--- src/common/rob_defines.svh ---
`ifndef ROB_DEFINES_SVH
`define ROB_DEFINES_SVH

// Buffer geometry, entry count must stay a power of two
`define ROB_NUM_ENTS 8
`define ROB_IDX_W 3

// Source lookups per allocation
`define ROB_NUM_SRCS 2

// Architectural and physical register address widths
`define GPR_W 5
`define PRF_W 6

// Quiet time between the nuke pulse and the start of the restore walk
`define ROB_QUIESCE_CYCLES 5

`endif

--- src/common/rob_pkg.sv ---
`default_nettype none

`include "rob_defines.svh"

package rob_pkg;

   // Wrap bit plus slot index
   // Same index with different wrap bits means the buffer is full
   typedef struct packed {
      logic                  wrap;
      logic [`ROB_IDX_W-1:0] idx;
   } t_rob_id;

   typedef struct packed {
      logic              dst_valid;
      logic [`GPR_W-1:0] dst_reg;
      logic              is_branch;
      logic [7:0]        tag;
   } t_uinstr;

   typedef struct packed {
      logic    valid;
      t_rob_id robid;
      logic    flush_needed;
      logic    mispred;
   } t_rob_complete_pkt;

   // Written once at allocation
   typedef struct packed {
      t_uinstr           uinstr;
      logic [`PRF_W-1:0] pdst_old;
   } t_rob_ent_static;

   typedef struct packed {
      logic            valid;
      logic            ready;
      logic            flush_needed;
      logic            mispred;
      t_rob_ent_static st;
   } t_rob_ent;

   typedef enum logic {
      NUKE_BR_MISPRED,
      NUKE_EXCEPTION
   } t_nuke_type;

   typedef struct packed {
      logic       valid;
      t_nuke_type nuke_type;
   } t_nuke_pkt;

   typedef struct packed {
      logic              valid;
      logic [`PRF_W-1:0] prfid;
   } t_rat_reclaim_pkt;

   typedef struct packed {
      logic              valid;
      logic [`GPR_W-1:0] gpr;
      logic [`PRF_W-1:0] prfid;
   } t_rat_restore_pkt;

   typedef struct packed {
      logic    valid;
      t_rob_id robid;
      t_uinstr uinstr;
   } t_retire_pkt;

   // Full robid of a slot that lies between head and tail.
   // Slots below the head index were allocated after the tail wrapped
   function automatic t_rob_id f_robid_of_idx(t_rob_id head, logic [`ROB_IDX_W-1:0] idx);
      t_rob_id id;
      id.idx  = idx;
      id.wrap = (idx < head.idx) ? ~head.wrap : head.wrap;
      return id;
   endfunction

endpackage

`default_nettype wire

--- src/rob/rat_restore_walker.sv ---
`timescale 1ns/1ps
`default_nettype none

`include "rob_defines.svh"

module rat_restore_walker (
   input  logic                      clk,
   input  logic                      reset,
   input  logic                      nuke,
   input  rob_pkg::t_rob_id          head_id,
   input  rob_pkg::t_rob_id          tail_id,
   input  rob_pkg::t_rob_ent         entries [`ROB_NUM_ENTS-1:0],
   output logic                      busy,
   output rob_pkg::t_rat_restore_pkt restore,
   output logic                      resume_fetch
);
   import rob_pkg::*;

   localparam int QCNT_W = $clog2(`ROB_QUIESCE_CYCLES + 1);

   typedef enum logic [1:0] {
      RR_IDLE,
      RR_QUIET,
      RR_WALK,
      RR_RESUME
   } t_rr_state;

   t_rr_state         state;
   logic [QCNT_W-1:0] qcnt;
   t_rob_id           walk_ptr;
   t_rob_id           walk_id;
   t_rob_ent          walk_ent;

   // Pointer holds one past the entry being restored
   assign walk_id  = t_rob_id'(walk_ptr - 1'b1);
   assign walk_ent = entries[walk_id.idx];

   always_ff @(posedge clk) begin
      if (reset) begin
         state    <= RR_IDLE;
         qcnt     <= '0;
         walk_ptr <= '0;
      end else begin
         case (state)
            RR_IDLE: begin
               if (nuke) begin
                  state    <= RR_QUIET;
                  qcnt     <= QCNT_W'(`ROB_QUIESCE_CYCLES - 1);
                  walk_ptr <= tail_id;
               end
            end
            RR_QUIET: begin
               if (qcnt == '0) begin
                  state <= RR_WALK;
               end else begin
                  qcnt <= qcnt - 1'b1;
               end
            end
            RR_WALK: begin
               walk_ptr <= walk_id;
               // Head is the last entry to restore
               if (walk_id == head_id) begin
                  state <= RR_RESUME;
               end
            end
            RR_RESUME: begin
               state <= RR_IDLE;
            end
            default: begin
               state <= RR_IDLE;
            end
         endcase
      end
   end

   assign busy         = (state != RR_IDLE);
   assign resume_fetch = (state == RR_RESUME);

   always_comb begin
      restore.valid = (state == RR_WALK) & walk_ent.st.uinstr.dst_valid;
      restore.gpr   = walk_ent.st.uinstr.dst_reg;
      restore.prfid = walk_ent.st.pdst_old;
   end

endmodule

`default_nettype wire

--- src/rob/rob_core.sv ---
`timescale 1ns/1ps
`default_nettype none

`include "rob_defines.svh"

module rob_core (
   input  logic                       clk,
   input  logic                       reset,

   output logic                       rob_ready,
   output rob_pkg::t_rob_id           next_robid,
   output rob_pkg::t_rob_id           oldest_robid,

   input  logic                       alloc,
   input  rob_pkg::t_uinstr           alloc_uinstr,
   input  logic [`PRF_W-1:0]          pdst_old,

   input  rob_pkg::t_rob_complete_pkt ex_complete,
   input  rob_pkg::t_rob_complete_pkt mm_complete,

   input  logic [`GPR_W-1:0]          src_addr    [`ROB_NUM_SRCS-1:0],
   output logic                       src_pending [`ROB_NUM_SRCS-1:0],
   output rob_pkg::t_rob_id           src_robid   [`ROB_NUM_SRCS-1:0],

   output rob_pkg::t_retire_pkt       retire,
   output rob_pkg::t_rat_reclaim_pkt  reclaim,
   output rob_pkg::t_nuke_pkt         nuke,
   output rob_pkg::t_rat_restore_pkt  restore,
   output logic                       resume_fetch
);
   import rob_pkg::*;

   t_rob_id                  head_id;
   t_rob_id                  tail_id;
   t_rob_ent                 entries [`ROB_NUM_ENTS-1:0];
   t_rob_ent                 head_ent;
   t_rob_ent_static          new_st;
   logic [`ROB_NUM_ENTS-1:0] e_alloc;
   logic [`ROB_NUM_ENTS-1:0] e_retire;
   logic                     rob_full;
   logic                     rob_empty;
   logic                     q_alloc;
   logic                     q_retire;
   logic                     q_nuke;
   logic                     walk_busy;

   assign rob_empty = (head_id == tail_id);
   assign rob_full  = (head_id.idx == tail_id.idx) & (head_id.wrap != tail_id.wrap);

   // No new ops from the nuke cycle until fetch resumes
   assign rob_ready = ~rob_full & ~walk_busy & ~q_nuke;
   assign q_alloc   = alloc & rob_ready;

   assign head_ent = entries[head_id.idx];

   // A flagged head nukes instead of retiring
   assign q_retire = ~rob_empty & head_ent.valid & head_ent.ready & ~head_ent.flush_needed;
   assign q_nuke   = ~rob_empty & head_ent.valid & head_ent.ready & head_ent.flush_needed;

   always_ff @(posedge clk) begin
      if (reset) begin
         head_id <= '0;
         tail_id <= '0;
      end else begin
         if (q_retire) begin
            head_id <= t_rob_id'(head_id + 1'b1);
         end
         if (q_nuke) begin
            tail_id <= head_id;
         end else if (q_alloc) begin
            tail_id <= t_rob_id'(tail_id + 1'b1);
         end
      end
   end

   assign next_robid   = tail_id;
   assign oldest_robid = head_id;

   always_comb begin
      retire.valid     = q_retire;
      retire.robid     = head_id;
      retire.uinstr    = head_ent.st.uinstr;
      reclaim.valid    = q_retire & head_ent.st.uinstr.dst_valid;
      reclaim.prfid    = head_ent.st.pdst_old;
      nuke.valid       = q_nuke;
      nuke.nuke_type   = head_ent.mispred ? NUKE_BR_MISPRED : NUKE_EXCEPTION;
      new_st.uinstr    = alloc_uinstr;
      new_st.pdst_old  = pdst_old;
   end

   for (genvar i = 0; i < `ROB_NUM_ENTS; i++) begin : g_ents
      t_rob_id slot_robid;

      assign slot_robid  = f_robid_of_idx(head_id, `ROB_IDX_W'(i));
      assign e_alloc[i]  = q_alloc & (tail_id.idx == `ROB_IDX_W'(i));
      assign e_retire[i] = q_retire & (head_id.idx == `ROB_IDX_W'(i));

      rob_entry u_entry (
         .clk         (clk),
         .reset       (reset),
         .alloc       (e_alloc[i]),
         .alloc_data  (new_st),
         .robid       (slot_robid),
         .ex_complete (ex_complete),
         .mm_complete (mm_complete),
         .flush       (q_nuke),
         .retire      (e_retire[i]),
         .entry       (entries[i])
      );
   end

   rob_src_lookup u_src_lookup (
      .entries     (entries),
      .head_id     (head_id),
      .tail_id     (tail_id),
      .src_addr    (src_addr),
      .src_pending (src_pending),
      .src_robid   (src_robid)
   );

   // Walker samples the pre-nuke tail at the nuke edge
   rat_restore_walker u_walker (
      .clk          (clk),
      .reset        (reset),
      .nuke         (q_nuke),
      .head_id      (head_id),
      .tail_id      (tail_id),
      .entries      (entries),
      .busy         (walk_busy),
      .restore      (restore),
      .resume_fetch (resume_fetch)
   );

endmodule

`default_nettype wire

--- src/rob/rob_entry.sv ---
`timescale 1ns/1ps
`default_nettype none

module rob_entry (
   input  logic                       clk,
   input  logic                       reset,
   input  logic                       alloc,
   input  rob_pkg::t_rob_ent_static   alloc_data,
   input  rob_pkg::t_rob_id           robid,
   input  rob_pkg::t_rob_complete_pkt ex_complete,
   input  rob_pkg::t_rob_complete_pkt mm_complete,
   input  logic                       flush,
   input  logic                       retire,
   output rob_pkg::t_rob_ent          entry
);
   import rob_pkg::*;

   logic            ent_valid;
   logic            ent_ready;
   logic            ent_flush;
   logic            ent_mispred;
   t_rob_ent_static ent_st;
   logic            ex_hit;
   logic            mm_hit;

   // Wrap bit takes part in the compare so a stale id cannot complete a new op
   assign ex_hit = ent_valid & ex_complete.valid & (ex_complete.robid == robid);
   assign mm_hit = ent_valid & mm_complete.valid & (mm_complete.robid == robid);

   always_ff @(posedge clk) begin
      if (reset) begin
         ent_valid   <= 1'b0;
         ent_ready   <= 1'b0;
         ent_flush   <= 1'b0;
         ent_mispred <= 1'b0;
      end else if (alloc) begin
         ent_valid   <= 1'b1;
         ent_ready   <= 1'b0;
         ent_flush   <= 1'b0;
         ent_mispred <= 1'b0;
      end else if (retire | flush) begin
         ent_valid <= 1'b0;
      end else if (ex_hit | mm_hit) begin
         ent_ready   <= 1'b1;
         ent_flush   <= ent_flush | (ex_hit & ex_complete.flush_needed)
                                  | (mm_hit & mm_complete.flush_needed);
         ent_mispred <= ent_mispred | (ex_hit & ex_complete.mispred)
                                    | (mm_hit & mm_complete.mispred);
      end
   end

   // Static data survives a flush, the restore walk reads it afterwards
   always_ff @(posedge clk) begin
      if (alloc) begin
         ent_st <= alloc_data;
      end
   end

   always_comb begin
      entry.valid        = ent_valid;
      entry.ready        = ent_ready;
      entry.flush_needed = ent_flush;
      entry.mispred      = ent_mispred;
      entry.st           = ent_st;
   end

endmodule

`default_nettype wire

--- src/rob/rob_src_lookup.sv ---
`timescale 1ns/1ps
`default_nettype none

`include "rob_defines.svh"

module rob_src_lookup (
   input  rob_pkg::t_rob_ent entries     [`ROB_NUM_ENTS-1:0],
   input  rob_pkg::t_rob_id  head_id,
   input  rob_pkg::t_rob_id  tail_id,
   input  logic [`GPR_W-1:0] src_addr    [`ROB_NUM_SRCS-1:0],
   output logic              src_pending [`ROB_NUM_SRCS-1:0],
   output rob_pkg::t_rob_id  src_robid   [`ROB_NUM_SRCS-1:0]
);
   import rob_pkg::*;

   for (genvar s = 0; s < `ROB_NUM_SRCS; s++) begin : g_src
      logic [`ROB_NUM_ENTS-1:0] match;

      for (genvar i = 0; i < `ROB_NUM_ENTS; i++) begin : g_match
         assign match[i] = entries[i].valid
                         & entries[i].st.uinstr.dst_valid
                         & (entries[i].st.uinstr.dst_reg == src_addr[s]);
      end

      // Scan from the oldest position towards tail minus one, later hits
      // overwrite earlier ones so the youngest writer wins
      always_comb begin
         logic [`ROB_IDX_W-1:0] scan_idx;
         logic [`ROB_IDX_W-1:0] hit_idx;
         hit_idx = '0;
         for (int k = `ROB_NUM_ENTS; k >= 1; k--) begin
            scan_idx = tail_id.idx - `ROB_IDX_W'(k);
            if (match[scan_idx]) begin
               hit_idx = scan_idx;
            end
         end
         src_pending[s] = |match;
         src_robid[s]   = f_robid_of_idx(head_id, hit_idx);
      end
   end

endmodule

`default_nettype wire

--- config.mk ---
export PLATFORM = sky130hd
export DESIGN_NAME = rob_core
export DESIGN_NICKNAME = d
export VERILOG_FILES = /design/src/common/rob_pkg.sv /design/src/rob/rat_restore_walker.sv /design/src/rob/rob_core.sv /design/src/rob/rob_entry.sv /design/src/rob/rob_src_lookup.sv
export VERILOG_INCLUDE_DIRS = /design/src /design/src/common
export SDC_FILE = /design/constraint.sdc
export NUM_CORES = 1
export LEC_CHECK = 0
export BUFFER_PORTS_ARGS = -buffer_cell sky130_fd_sc_hd__buf_4
export CAP_MARGIN = 25
export CORE_UTILIZATION = 47
export CTS_CLUSTER_DIAMETER = 30
export DETAILED_ROUTE_END_ITERATION = 6
export GPL_TIMING_DRIVEN = 1
export PLACE_DENSITY = 0.66
export SYNTH_ARGS = -nofsm -noshare
export SYNTH_HDL_FRONTEND = slang
export SYNTH_SLANG_ARGS = --single-unit
export TNS_END_PERCENT = 50
--- constraint.sdc ---
create_clock -name clk -period 4.8 [get_ports clk]
set_input_delay 0.24 -clock clk [delete_from_list [all_inputs] [get_ports clk]]
set_output_delay 0.24 -clock clk [all_outputs]
set_load 0.1 [all_outputs]
### Word-level counts from Yosys, hierarchy flattened

Index checks and enable logic that the tools add are counted.

* $add $sub $neg: 11
* $mul: 0
* div/mod/pow operators: 0
* $lt $le $gt $ge: 20
* equality and inequality tests: 57
* shift-type cells: 0
* muxes and demuxes: 90
* bitwise operators: 176
* reductions and logical operators: 37

Operator list (number)
* 25-bit binary-select mux with 3-bit select: 2
* 1-bit bitwise AND: 114
* 5-bit == test: 16
* 4-bit == test: 18
* 3-bit two-way mux: 18
* 1-bit binary-select mux with 3-bit select: 16
* 1-bit bitwise OR: 48
* 1-bit two-way mux: 43
* 3-bit by 4-bit < comparator with 1-bit output (second input constant): 10
* 25-bit two-way mux: 1
* 3-bit == test (second input constant): 8
* 2-bit nonzero test: 12
* 21-bit two-way mux: 1
* 2-bit AND reduction: 9
* 2-bit OR reduction: 8
* 8-bit OR reduction: 2
* 1-bit inverter: 14
* 3-bit by 2-bit == test with 1-bit output (second input constant): 4
* 3-bit < comparator (first input constant): 4
* 4-bit two-way mux: 3
* 3-bit subtractor (second input constant): 4
* 3-bit zero test: 3
* 4-bit by 1-bit adder with 4-bit output (second input constant): 2
* 2-bit one-hot mux with 4 select lines: 1
* 18 further kinds: 30

* bits in registers: 217
* bits in latches: 0
* memory bits (writable): 0
* ROM bits: 0
* input port bits: 48
* output and inout port bits: 61
* word-level logic and storage cells: 471
* memories kept: 0

### Longest topological paths before layout

Gate-level depths: netlist (run 1).

* word-level depth: 14
* gate-level depth with buffers: 20
* depth with buffers taken out: 16

### Cells and area by module

A second synthesis (run 1) with hierarchy kept.

* cell total of the unflattened synthesis: 1288
* area, all modules: 14685.3 um^2

By module, submodules not included
* rob_entry: times used 8, cells an instance 57, area an instance 937.1 um^2, seq. area each 710.7 um^2
* rob_src_lookup: times used 1, cells an instance 414, area an instance 3120.5 um^2, seq. area each 0.0 um^2
* rob_core: times used 1, cells an instance 298, area an instance 2591.2 um^2, seq. area each 160.2 um^2
* rat_restore_walker: times used 1, cells an instance 120, area an instance 1476.4 um^2, seq. area each 180.2 um^2

### Least setup slack after synthesis (run 1)

Ideal clock, no wire load.

* path type: reg-to-output
* start: register, netlist name next_robid[0]
* end: output port src_robid[3] (netlist name)
* data arrival time: 7.929 ns
* data required time: 4.560 ns
* slack: -3.369 ns
* cell stages (with the launch flop): 20
* path buffers: 3
* cells stage by stage: dfxtp_1 clkinv_1 buf_1 buf_2 buf_2 ha_1 inv_2 or3_1 o22ai_1 o32ai_1 a211o_1 o21ai_0 nor4b_1 a211oi_1 o31ai_1 ha_1 nand2_1 nor2_1 o31ai_1 o311a_1

RTL lines
* end, declared: line rob_core.sv:23 `` output rob_pkg::t_rob_id src_robid [`ROB_NUM_SRCS-1:0], ``

==> qor.txt, run 1 <==
status - finished, final reports clean
Logic pwr share - 15.9%
fraction of registers with async set or reset after synthesis - 0%
CTS sink count - 217
Int Pwr - 4870 uW
first-pass GRT wire length - 64100 um
clock skew - 0.0440 ns
initial antenna violation count - 0
DRT antenna net count - 0
antenna cell count - 0
area leader, netlist - edfxtp_1
crit-path max FO - 5
Post-Route WL - 43000 um
Nets - 1483
Max Freq - 0.216 GHz
H-tree level count - 2
Crit. End Element - primary output
floorplan row count - 61
Hold Slack - 0.130 ns
Iter 0 DRT Violations - 1150
vias in the first global route - 10900
Die W - 172 um
most frequent cell after synthesis - edfxtp_1
R2R setup slack - 1.06 ns
Worst-path clk slew - 0.05 ns
overflow left after global routing - 0
chip height - 172 um
Clock Tree Buf Depth - 3
port bufs - 108
Worst R2R Path Depth - 10
Post-synth EDFFs - 168
Power Dens Cells - 387 nW/um^2
top cells by area, synth - edfxtp_1 37%, mux4_2 8.5%, dfxtp_1 7.2%
min-delay worst type - in2reg
Worst Setup SP - g_ents[0].u_entry.entry[18]
Area Overhead vs Synth - 26.9%
maximum capacitance violations - 0
Core Footprint - 28100 um^2
leakage - 0.00620 uW
DP HPWL - 29000 um
register bit total from synthesis - 217
crit path launch type - flop
vias per cell - 6.19
switching share of total power - 27.2%
routability cong. - 0.955
Worst-Skew Late Latency - 0.55 ns
NetSw - 1810 uW
Seq/Total Area, Yosys - 44.4%
crit path DAT - 4.39 ns
Final setup viols - 0
Unique masters post-synth - 84
commonest cells in the netlist - 168 x edfxtp_1, 122 x nor2_1, 87 x nand2_1
part of the cycle the worst path needs - 96.5%
VDD IR max - 0.351 mV
synthesized net count - 1326
top cell type's share of synthesized area - 37.1%
vias after detailed routing - 11300
TritonCTS Buffers - 50
FF-to-FF Start - oldest_robid[0]
reg-to-reg endpoint - g_ents[2].u_entry.ent_flush
Mapped Area - 13600 um^2
Critical Path Sink - src_robid[7]
CTS tree - built
Core Util, Final - 61.4%
Initial DRT Pass Iterations - 6
Initial Utilization - 48.4%
wire per inst - 23.5 um
power share of the sequential group - 31.5%
final number of max-transition violations - 0
CP required - 4.56 ns
time the worst path needs with I/O delays and setup - 4.63 ns
Post-Syn Instances - 1254
yosys warns - 0
Relative slew margins - 46.0%
WS Path Type - reg2out
Hold Fails Final Rpt - 0
Synth Flop Type - edfxtp_1
setup TNS - 0 ns
RSZ-0062 raised after global routing - yes
CTS root buf - clkbuf_16
ratio of cells with drive above 1 in the final layout - 28.0%
die area - 29600 um^2
Worst-Margin Slew - 0.804 ns
Clk network pwr share - 52.6%
Mean Syn Cell Area - 10.8 um^2
DRC - 0
Post-Place Cell Area - 14900 um^2
Top-Level Pins - 109
pin count of the biggest net entering global routing - 42
fillers - 2333
GRT Overall Usage - 29.0%
post-route cell area - 17200 um^2
==> how the worst min path moves through the flow <==
stage,cells after the start,endpoint,slack [ns],from
CTS,2,g_ents[1].u_entry.ent_valid,0.11,reset
floorplan,0,g_ents[0].u_entry.entry[0],0.34,pdst_old[0]
detailed placement,2,g_ents[5].u_entry.ent_ready,0.44,g_ents[5].u_entry.ent_ready
global placement,2,g_ents[5].u_entry.ent_ready,0.43,g_ents[5].u_entry.ent_ready
finish,2,u_walker.state[1],0.13,reset
global route,2,u_walker.state[1],0.14,reset
==> flip-flops by register name, summed over array words and instances, names as in the netlist <==
| signal | count |
|---|---|
| g_ents.u_entry.ent_valid | 8 |
| u_walker.qcnt | 3 |
| g_ents.u_entry.entry | 168 |
| u_walker.walk_ptr | 4 |
| g_ents.u_entry.ent_mispred | 8 |
| oldest_robid | 4 |
| next_robid | 4 |
| g_ents.u_entry.ent_flush | 8 |
| u_walker.state | 2 |
| g_ents.u_entry.ent_ready | 8 |
==> metal layers <==
layer  vias up  share of wire [%]  track usage (%)
li1       5104                  -                -
met2       560                 48             47.9
met5         -                  0                0
met3        96                7.9             4.67
met1      5570                 41             38.5
met4         0                3.1             10.5
==> cells by family after synthesis <==
group,Yosys count,synth area share [%]
AND/OR/NAND/NOR,408,14.9
AO/OA/AOI/OAI,260,13.5
flip-flops,217,44.4
multiplexers,121,14.1
XOR/XNOR,112,7.28
buffers and inverters,112,3.65
adder cells (fa/ha/maj),24,2.21
==> critical path: stages, from the launching register on <==
cell and delay, ns:
edfxtp_1 0.48, xnor2_1 0.22, nand4_1 0.21, or2_2 0.38
mux4_2 0.53, mux2_2 0.30, and3_1 0.19, o31ai_2 0.25
nand3_4 0.13, ha_4 0.19, a21oi_4 0.13, mux2_4 0.33
a41oi_4 0.20, o211ai_4 0.11, buf_12 0.18
==> through the flow <==
stage          cells  total power, uW  setup slack (ns)
3_5_place_dp    1692             3110             0.421
2_1_floorplan   1254             2870            -0.266
3_3_place_gp    1692             3110             0.502
4_1_cts         1810             6650           0.00621
5_1_grt         1829             6860          0.000650
6_report        1829             6680             0.170
==> power groups by stage <==
| stage | clock, uW | combinational [uW] | sequential, uW |
|---|---|---|---|
| finish | 3520 | 1060 | 2100 |
| global placement | 0 | 974 | 2130 |
| CTS | 3550 | 1000 | 2100 |
| detailed placement | 0 | 977 | 2130 |
| global route | 3640 | 1120 | 2100 |
| floorplan | 0 | 726 | 2140 |
==> placed cells by master (no fill, tap or decap), types with 20 or more instances in the layout <==
cell type      instances
a21oi_1               63
a22oi_1               21
buf_4                168
clkbuf_16             50
dfxtp_1               42
dlygate4sd3_1         21
edfxtp_1             168
ha_1                  21
inv_1                 20
mux2_2                34
mux2i_1               34
mux4_2                52
nand2_1               86
nand3_1               36
nor2_1               117
nor3_1                41
o21ai_0               26
xnor2_1               58
xor2_1                51
==> area by class of cell <==
type / instances / area [um^2] / area share (%)
clock buffers: 62 / 1330 / 7.69
clock inverters: 30 / 443 / 2.57
inverters: 24 / 100 / 0.580
multi-input cells: 925 / 7330 / 42.5
flip-flops and latches: 217 / 6040 / 35.0
well taps: 378 / 473 / 2.74
repair buffers: 193 / 1530 / 8.89
==> repair_timing <==
| item | in CTS | in global routing |
|---|---|---|
| hold endpoints to repair | 168 | 0 |
| buffers inserted | 5 | 19 |
| endpoints found under the setup margin | 2 | 2 |
| hold buffers | 21 | 0 |
| gates resized for setup | 7 | 22 |
| pin swaps | 4 | 15 |
No activity file was read; power rests on OpenSTA's default activity.
==> inputs of run 2 (changes only) <==
CORE_MARGIN = 5   (was default)
==> run 2 against run 1 <==
  * Worst hold slack got worse by 0.0099 ns
  * Combinational power about the same
  * Register-to-register slack got worse by 0.22 ns
  * Clock skew decreased by 0.0043 ns
  * Routed wire length decreased by 1.7%
  * Global-route usage decreased by 4.2 points
  * Setup slack got worse by 0.021 ns
  * Total power decreased by 0.80%
  * Count of clock-buffer cells in the layout decreased by 2
  * Utilization decreased by 1.3 points
  * Final cell count increased by 0.11%
==> qor.txt, run 2 (same netlist as run 1, synthesis figures left out) <==
max FFs per register - 168 (unchanged)
Max Freq - 0.215 GHz (-0.46%)
VDD IR max - 0.407 mV (+16%)
min-delay worst type - in2reg
floorplan row count - 62 (+1.6%)
Logic pwr share - 16.0% (about the same)
Power Dens Cells - 385 nW/um^2 (-0.57%)
cells along the critical path - xor2_2, nor4_4, nand2_4, mux4_2, a211o_4, buf_4, nand3_1, o21ai_0, o21ai_1, nand3_4, ha_4, a21oi_4, mux2_4, a41oi_4, o211ai_4, buf_12
crit-path max FO - 5 (unchanged)
first-pass GRT wire length - 64400 um (+0.44%)
setup TNS - 0 ns (unchanged)
Initial DRT Pass Iterations - 7 (+1)
time the worst path needs with I/O delays and setup - 4.65 ns (+0.0212 ns)
CP required - 4.56 ns (about the same)
R2R setup slack - 0.84 ns (-0.22 ns)
vias in the first global route - 11100 (+1.9%)
CTS tree - built
crit-path leading delay family - compound AO/OA/AOI/OAI gates
Critical Path Sink - src_robid[7]
Nets - 1479 (-0.27%)
CTS root buf - clkbuf_16
reg-to-reg endpoint - g_ents[2].u_entry.ent_ready
Post-Route WL - 42200 um (-1.7%)
Hold Slack - 0.120 ns (-0.00991 ns)
die area - 32400 um^2 (+9.5%)
fillers - 2270 (-2.7%)
Worst path depth - 16 (+2)
Initial Utilization - 47.5% (-0.91 points)
most common cell after layout, fill and taps aside - edfxtp_1
Hold Fails Final Rpt - 0 (unchanged)
status - finished, final reports clean
number of standard cells in the final layout excluding fillers - 1831 (+0.11%)
slowest stage cell, crit path - mux4_2
FF-to-FF Start - oldest_robid[1]
initial antenna violation count - 2 (+2)
Worst-path clk slew - 0.05 ns (about the same)
Area Overhead vs Synth - 26.7%
Worst-Margin Slew - 0.787 ns (-0.0173 ns)
Relative slew margins - 47.2% (+1.2 points)
overflow left after global routing - 0 (unchanged)
DRC - 0 (unchanged)
pin count of the biggest net entering global routing - 49 (+17%)
Bufs and invs on worst path - 2 (+1)
Iter 0 DRT Violations - 1132 (-1.6%)
vias per cell - 6.18 (-0.21%)
most frequent cells in the layout - 168 x edfxtp_1, 165 x buf_4, 121 x nor2_1
H-tree level count - 2 (unchanged)
Power Total - 6630 uW (-0.80%)
ratio of cells with drive above 1 in the final layout - 27.7% (-0.32 points)
leakage - 0.00618 uW (-0.39%)
routability cong. - 0.973 (+1.9%)
power share of the sequential group - 31.7% (+0.2 points)
Crit. End Element - primary output
Die W - 180 um (+4.7%)
final number of max-transition violations - 0 (unchanged)
switching share of total power - 27.2% (+0.078 points)
Int Pwr - 4820 uW (-0.90%)
DP Cell Count - 1699 (+0.41%)
crit path launch type - flop
GRT Overall Usage - 24.8% (-4.2 points)
TritonCTS Buffers - 49 (-2.0%)
maximum capacitance violations - 0 (unchanged)
chip height - 180 um (+4.7%)
Clock Tree Buf Depth - 3 (unchanged)
DRT antenna net count - 0 (unchanged)
Clk network pwr share - 52.3% (-0.3 points)
Top-Level Pins - 109 (unchanged)
wire per inst - 23.1 um (-1.8%)
CTS sink count - 217 (unchanged)
Core Footprint - 28600 um^2 (+1.9%)
Worst R2R Path Depth - 11 (+1)
Core Util, Final - 60.1% (-1.3 points)
clock skew - 0.0396 ns (-0.00434 ns)
crit path DAT - 4.41 ns (+0.02 ns)
vias after detailed routing - 11300 (-0.097%)
CP peak stage delay - 0.51 ns (-0.02 ns)
WS Path Type - reg2out
Worst Setup SP - g_ents[7].u_entry.entry[15]
Worst-Skew Late Latency - 0.55 ns (about the same)
part of the cycle the worst path needs - 96.9% (+0.44 points)
port bufs - 108 (unchanged)
NetSw - 1810 uW (-0.51%)
DP HPWL - 28100 um (-3.0%)
Final setup viols - 0 (unchanged)
==> run 2: metal layers <==
layer	routed length, um	up-vias	share of wire [%]	global-route usage, %
met1	17400	5548	41	33.7
li1	-	5103	-	-
met2	20200	570	48	40.5
met3	3370	96	8.0	4.48
met5	7	-	0.017	0
met4	1310	2	3.1	8.68
==> run 2: power groups by stage <==
stage                     sequential, uW  combinational [uW]  clock [uW]
after global placement              2130                 970           0
after floorplan                     2140                 726           0
after global routing                2100                1120        3620
after detailed placement            2130                 975           0
final                               2100                1060        3470
after CTS                           2100                1000        3500
==> run 2: layout make-up <==
| class | instances | area, um^2 | share of cell area [%] |
|---|---|---|---|
| clock buffer | 60 | 1330 | 7.71 |
| timing repair buffer | 190 | 1510 | 8.75 |
| inverter | 24 | 100 | 0.582 |
| clock inverter | 30 | 424 | 2.46 |
| antenna | 1 | 2.50 | 0.0145 |
| sequential | 217 | 6040 | 35.1 |
| tap | 384 | 480 | 2.79 |
| multi-input combinational | 925 | 7320 | 42.6 |
==> run 2: worst min-delay path by stage <==
stage	from	endpoint	slack [ns]	cells past startpoint
after detailed placement	g_ents[5].u_entry.ent_ready	g_ents[5].u_entry.ent_ready	0.45	2
final	reset	oldest_robid[0]	0.12	2
after global placement	g_ents[5].u_entry.ent_ready	g_ents[5].u_entry.ent_ready	0.43	2
after floorplan	pdst_old[0]	g_ents[0].u_entry.entry[0]	0.34	0
after CTS	reset	oldest_robid[0]	0.12	2
after global routing	ex_complete[1]	g_ents[7].u_entry.ent_flush	0.15	4
==> run 2: what timing repair did <==
item,4_1_cts,5_1_grt
endpoints found under the setup margin,2,2
setup buffers,1,19
hold endpoints to repair,168,0
hold buffers,21,0
resized for setup,3,25
pin swaps,4,14
==> run 2: metrics by stage <==
stage | cell area, um^2 | worst slack (ns)
6_report | 17200 | 0.148
2_1_floorplan | 13800 | -0.266
3_3_place_gp | 14900 | 0.500
5_1_grt | 17200 | -0.0214
4_1_cts | 16900 | 0.0262
3_5_place_dp | 14900 | 0.467
==> inputs of run 3 (changes only) <==
BUFFER_PORTS_ARGS = default   (was -buffer_cell sky130_fd_sc_hd__buf_4)
DONT_BUFFER_PORTS = 1   (was default)
PLACE_DENSITY = 0.74   (was 0.66)
==> run 3 against run 2 <==
  * Largest cell class unchanged
  * Critical path depth fell by 2
  * Sequential power about the same
  * Final cell count is 6.1% lower
==> qor.txt, run 3 (same netlist as run 1, synthesis figures left out) <==
TritonCTS Buffers - 35 (-29%)
vias in the first global route - 11100 (-0.099%)
vias after detailed routing - 11100 (-1.6%)
overflow left after global routing - 0 (unchanged)
status - finished, final reports clean
part of the cycle the worst path needs - 98.1% (+1.1 points)
CTS root buf - clkbuf_16
FF-to-FF Start - oldest_robid[0]
clock skew - 0.0199 ns (-0.0198 ns)
power share of the sequential group - 36.9% (+5.2 points)
ratio of cells with drive above 1 in the final layout - 22.4% (-5.3 points)
WS Path Type - reg2out
Crit. End Element - primary output
DP Cell Count - 1617 (-4.8%)
port bufs - 0 (-100%)
CP required - 4.56 ns (about the same)
wire per inst - 24.7 um (+7.1%)
Hold Fails Final Rpt - 0 (unchanged)
H-tree level count - 2 (unchanged)
die area - 32400 um^2 (unchanged)
PnR worst setup slack - 0.0934 ns (-0.0549 ns)
initial antenna violation count - 1 (-1)
VDD IR max - 0.377 mV (-7.5%)
Clk network pwr share - 45.1% (-7.2 points)
fillers - 2282 (+0.53%)
DRT antenna net count - 0 (unchanged)
min-delay worst type - in2reg
crit path launch type - flop
Worst-Skew Late Latency - 0.51 ns (-0.04 ns)
final number of max-transition violations - 0 (unchanged)
Hold Slack - 0.00643 ns (-0.114 ns)
Top-Level Pins - 109 (unchanged)
Post-Route WL - 42400 um (+0.51%)
CTS sink count - 217 (unchanged)
Worst-path clk slew - 0.05 ns (about the same)
Initial DRT Pass Iterations - 6 (-1)
Clock Tree Buf Depth - 3 (unchanged)
Initial Utilization - 47.5% (unchanged)
dpl ws - 0.409 ns (-0.0573 ns)
Iter 0 DRT Violations - 1291 (+14%)
GRT Overall Usage - 25.1% (+0.23 points)
antenna cell count - 0 (-1)
Die W - 180 um (unchanged)
time the worst path needs with I/O delays and setup - 4.71 ns (+0.0549 ns)
Area Overhead vs Synth - 19.9%
Nets - 1380 (-6.7%)
most frequent cells in the layout - 168 x edfxtp_1, 119 x nor2_1, 86 x nand2_1
Core Footprint - 28600 um^2 (unchanged)
number of standard cells in the final layout excluding fillers - 1719 (-6.1%)
first-pass GRT wire length - 65100 um (+1.1%)
Max Freq - 0.212 GHz (-1.2%)
Worst-Margin Slew - 1.11 ns (+0.324 ns)
crit path DAT - 4.47 ns (+0.06 ns)
most common cell after layout, fill and taps aside - edfxtp_1
DP HPWL - 28500 um (+1.5%)
chip height - 180 um (unchanged)
switching share of total power - 28.1% (+0.82 points)
setup TNS - 0 ns (unchanged)
maximum capacitance violations - 0 (unchanged)
Final setup viols - 0 (unchanged)
crit-path max FO - 5 (unchanged)
pin count of the biggest net entering global routing - 48 (-2.0%)
max FFs per register - 168 (unchanged)
DRC - 0 (unchanged)
Power Dens Cells - 349 nW/um^2 (-9.3%)
Relative slew margins - 25.9% (-21 points)
NetSw - 1600 uW (-12%)
CTS tree - built
RSZ-0062 raised after global routing - yes
Logic pwr share - 18.0% (+2.0 points)
floorplan row count - 62 (unchanged)
Int Pwr - 4090 uW (-15%)
routability cong. - 0.969 (-0.45%)
vias per cell - 6.48 (+4.8%)
hold wc startpoint - ex_complete[1]
leakage - 0.00560 uW (-9.5%)
Worst Setup SP - g_ents[0].u_entry.entry[18]
## run 3: cell types whose count changed in the layout (fill, tap and decap cells not counted), sizes merged
cell      previous run  this run
buf                169        84
bufinv               8         5
clkbuf              60        43
clkinv              16        12
clkinvlp             4         3
diode                1         0
inv                 26        25
## run 3: final timing paths
check                                     end  slack [ns]  depth (start not counted)
hold / removal    g_ents[7].u_entry.ent_flush       0.006                          3
setup reg to reg  g_ents[7].u_entry.entry[18]        1.03                         10
setup / recovery                 src_robid[7]        0.09                         14
hold reg to reg   g_ents[5].u_entry.ent_ready        0.44                          2
## run 3: metrics by stage
stage               total power [uW]  util (%)  cell area, um^2
global route                    5870      56.9            16300
finish                          5690      56.9            16300
CTS                             5670      56.3            16100
detailed placement              3070      51.1            14600
global placement                3020      50.2            14400
floorplan                       2870         -            13800
## run 3: worst max-delay path, cell delays in order (launching register included)
cell      delay [ns]
edfxtp_1        0.50
xnor2_1         0.20
nand4_1         0.23
or2_2           0.41
mux4_2          0.52
mux2_2          0.31
and3_1          0.18
o31ai_1         0.34
nand3_4         0.13
ha_4            0.19
a21oi_4         0.14
mux2_4          0.33
a41oi_4         0.20
o211ai_4        0.11
buf_12          0.18
## run 3: area by class of cell
| type | instances | area (um^2) | share of cell area [%] |
|---|---|---|---|
| inverter | 24 | 103 | 0.630 |
| clock inverter | 21 | 289 | 1.77 |
| tap | 384 | 480 | 2.95 |
| timing repair buffer | 105 | 1100 | 6.74 |
| clock buffer | 43 | 937 | 5.75 |
| sequential | 217 | 6050 | 37.1 |
| multi-input combinational | 925 | 7340 | 45.0 |
## run 3: per-layer routing
layer,global-route usage [%],vias to the layer above,wire [um]
li1,-,4882,-
met1,31.6,5462,16200
met2,42.6,676,20600
met3,6.18,115,4230
met4,8.26,2,1390
met5,0,-,13
## run 3: power by group through the flow
| stage | Clock [uW] | Combinational [uW] | Sequential, uW |
|---|---|---|---|
| 2_1_floorplan | 0 | 726 | 2140 |
| 3_3_place_gp | 0 | 891 | 2130 |
| 3_5_place_dp | 0 | 934 | 2140 |
| 4_1_cts | 2590 | 984 | 2100 |
| 5_1_grt | 2690 | 1070 | 2100 |
| 6_report | 2570 | 1020 | 2100 |
## run 3: what timing repair did
item	CTS	global route
hold endpoints to repair	215	0
setup buffers	3	13
hold buffers	22	0
gates resized for setup	4	14
endpoints found under the setup margin	2	2
pin swaps	4	12
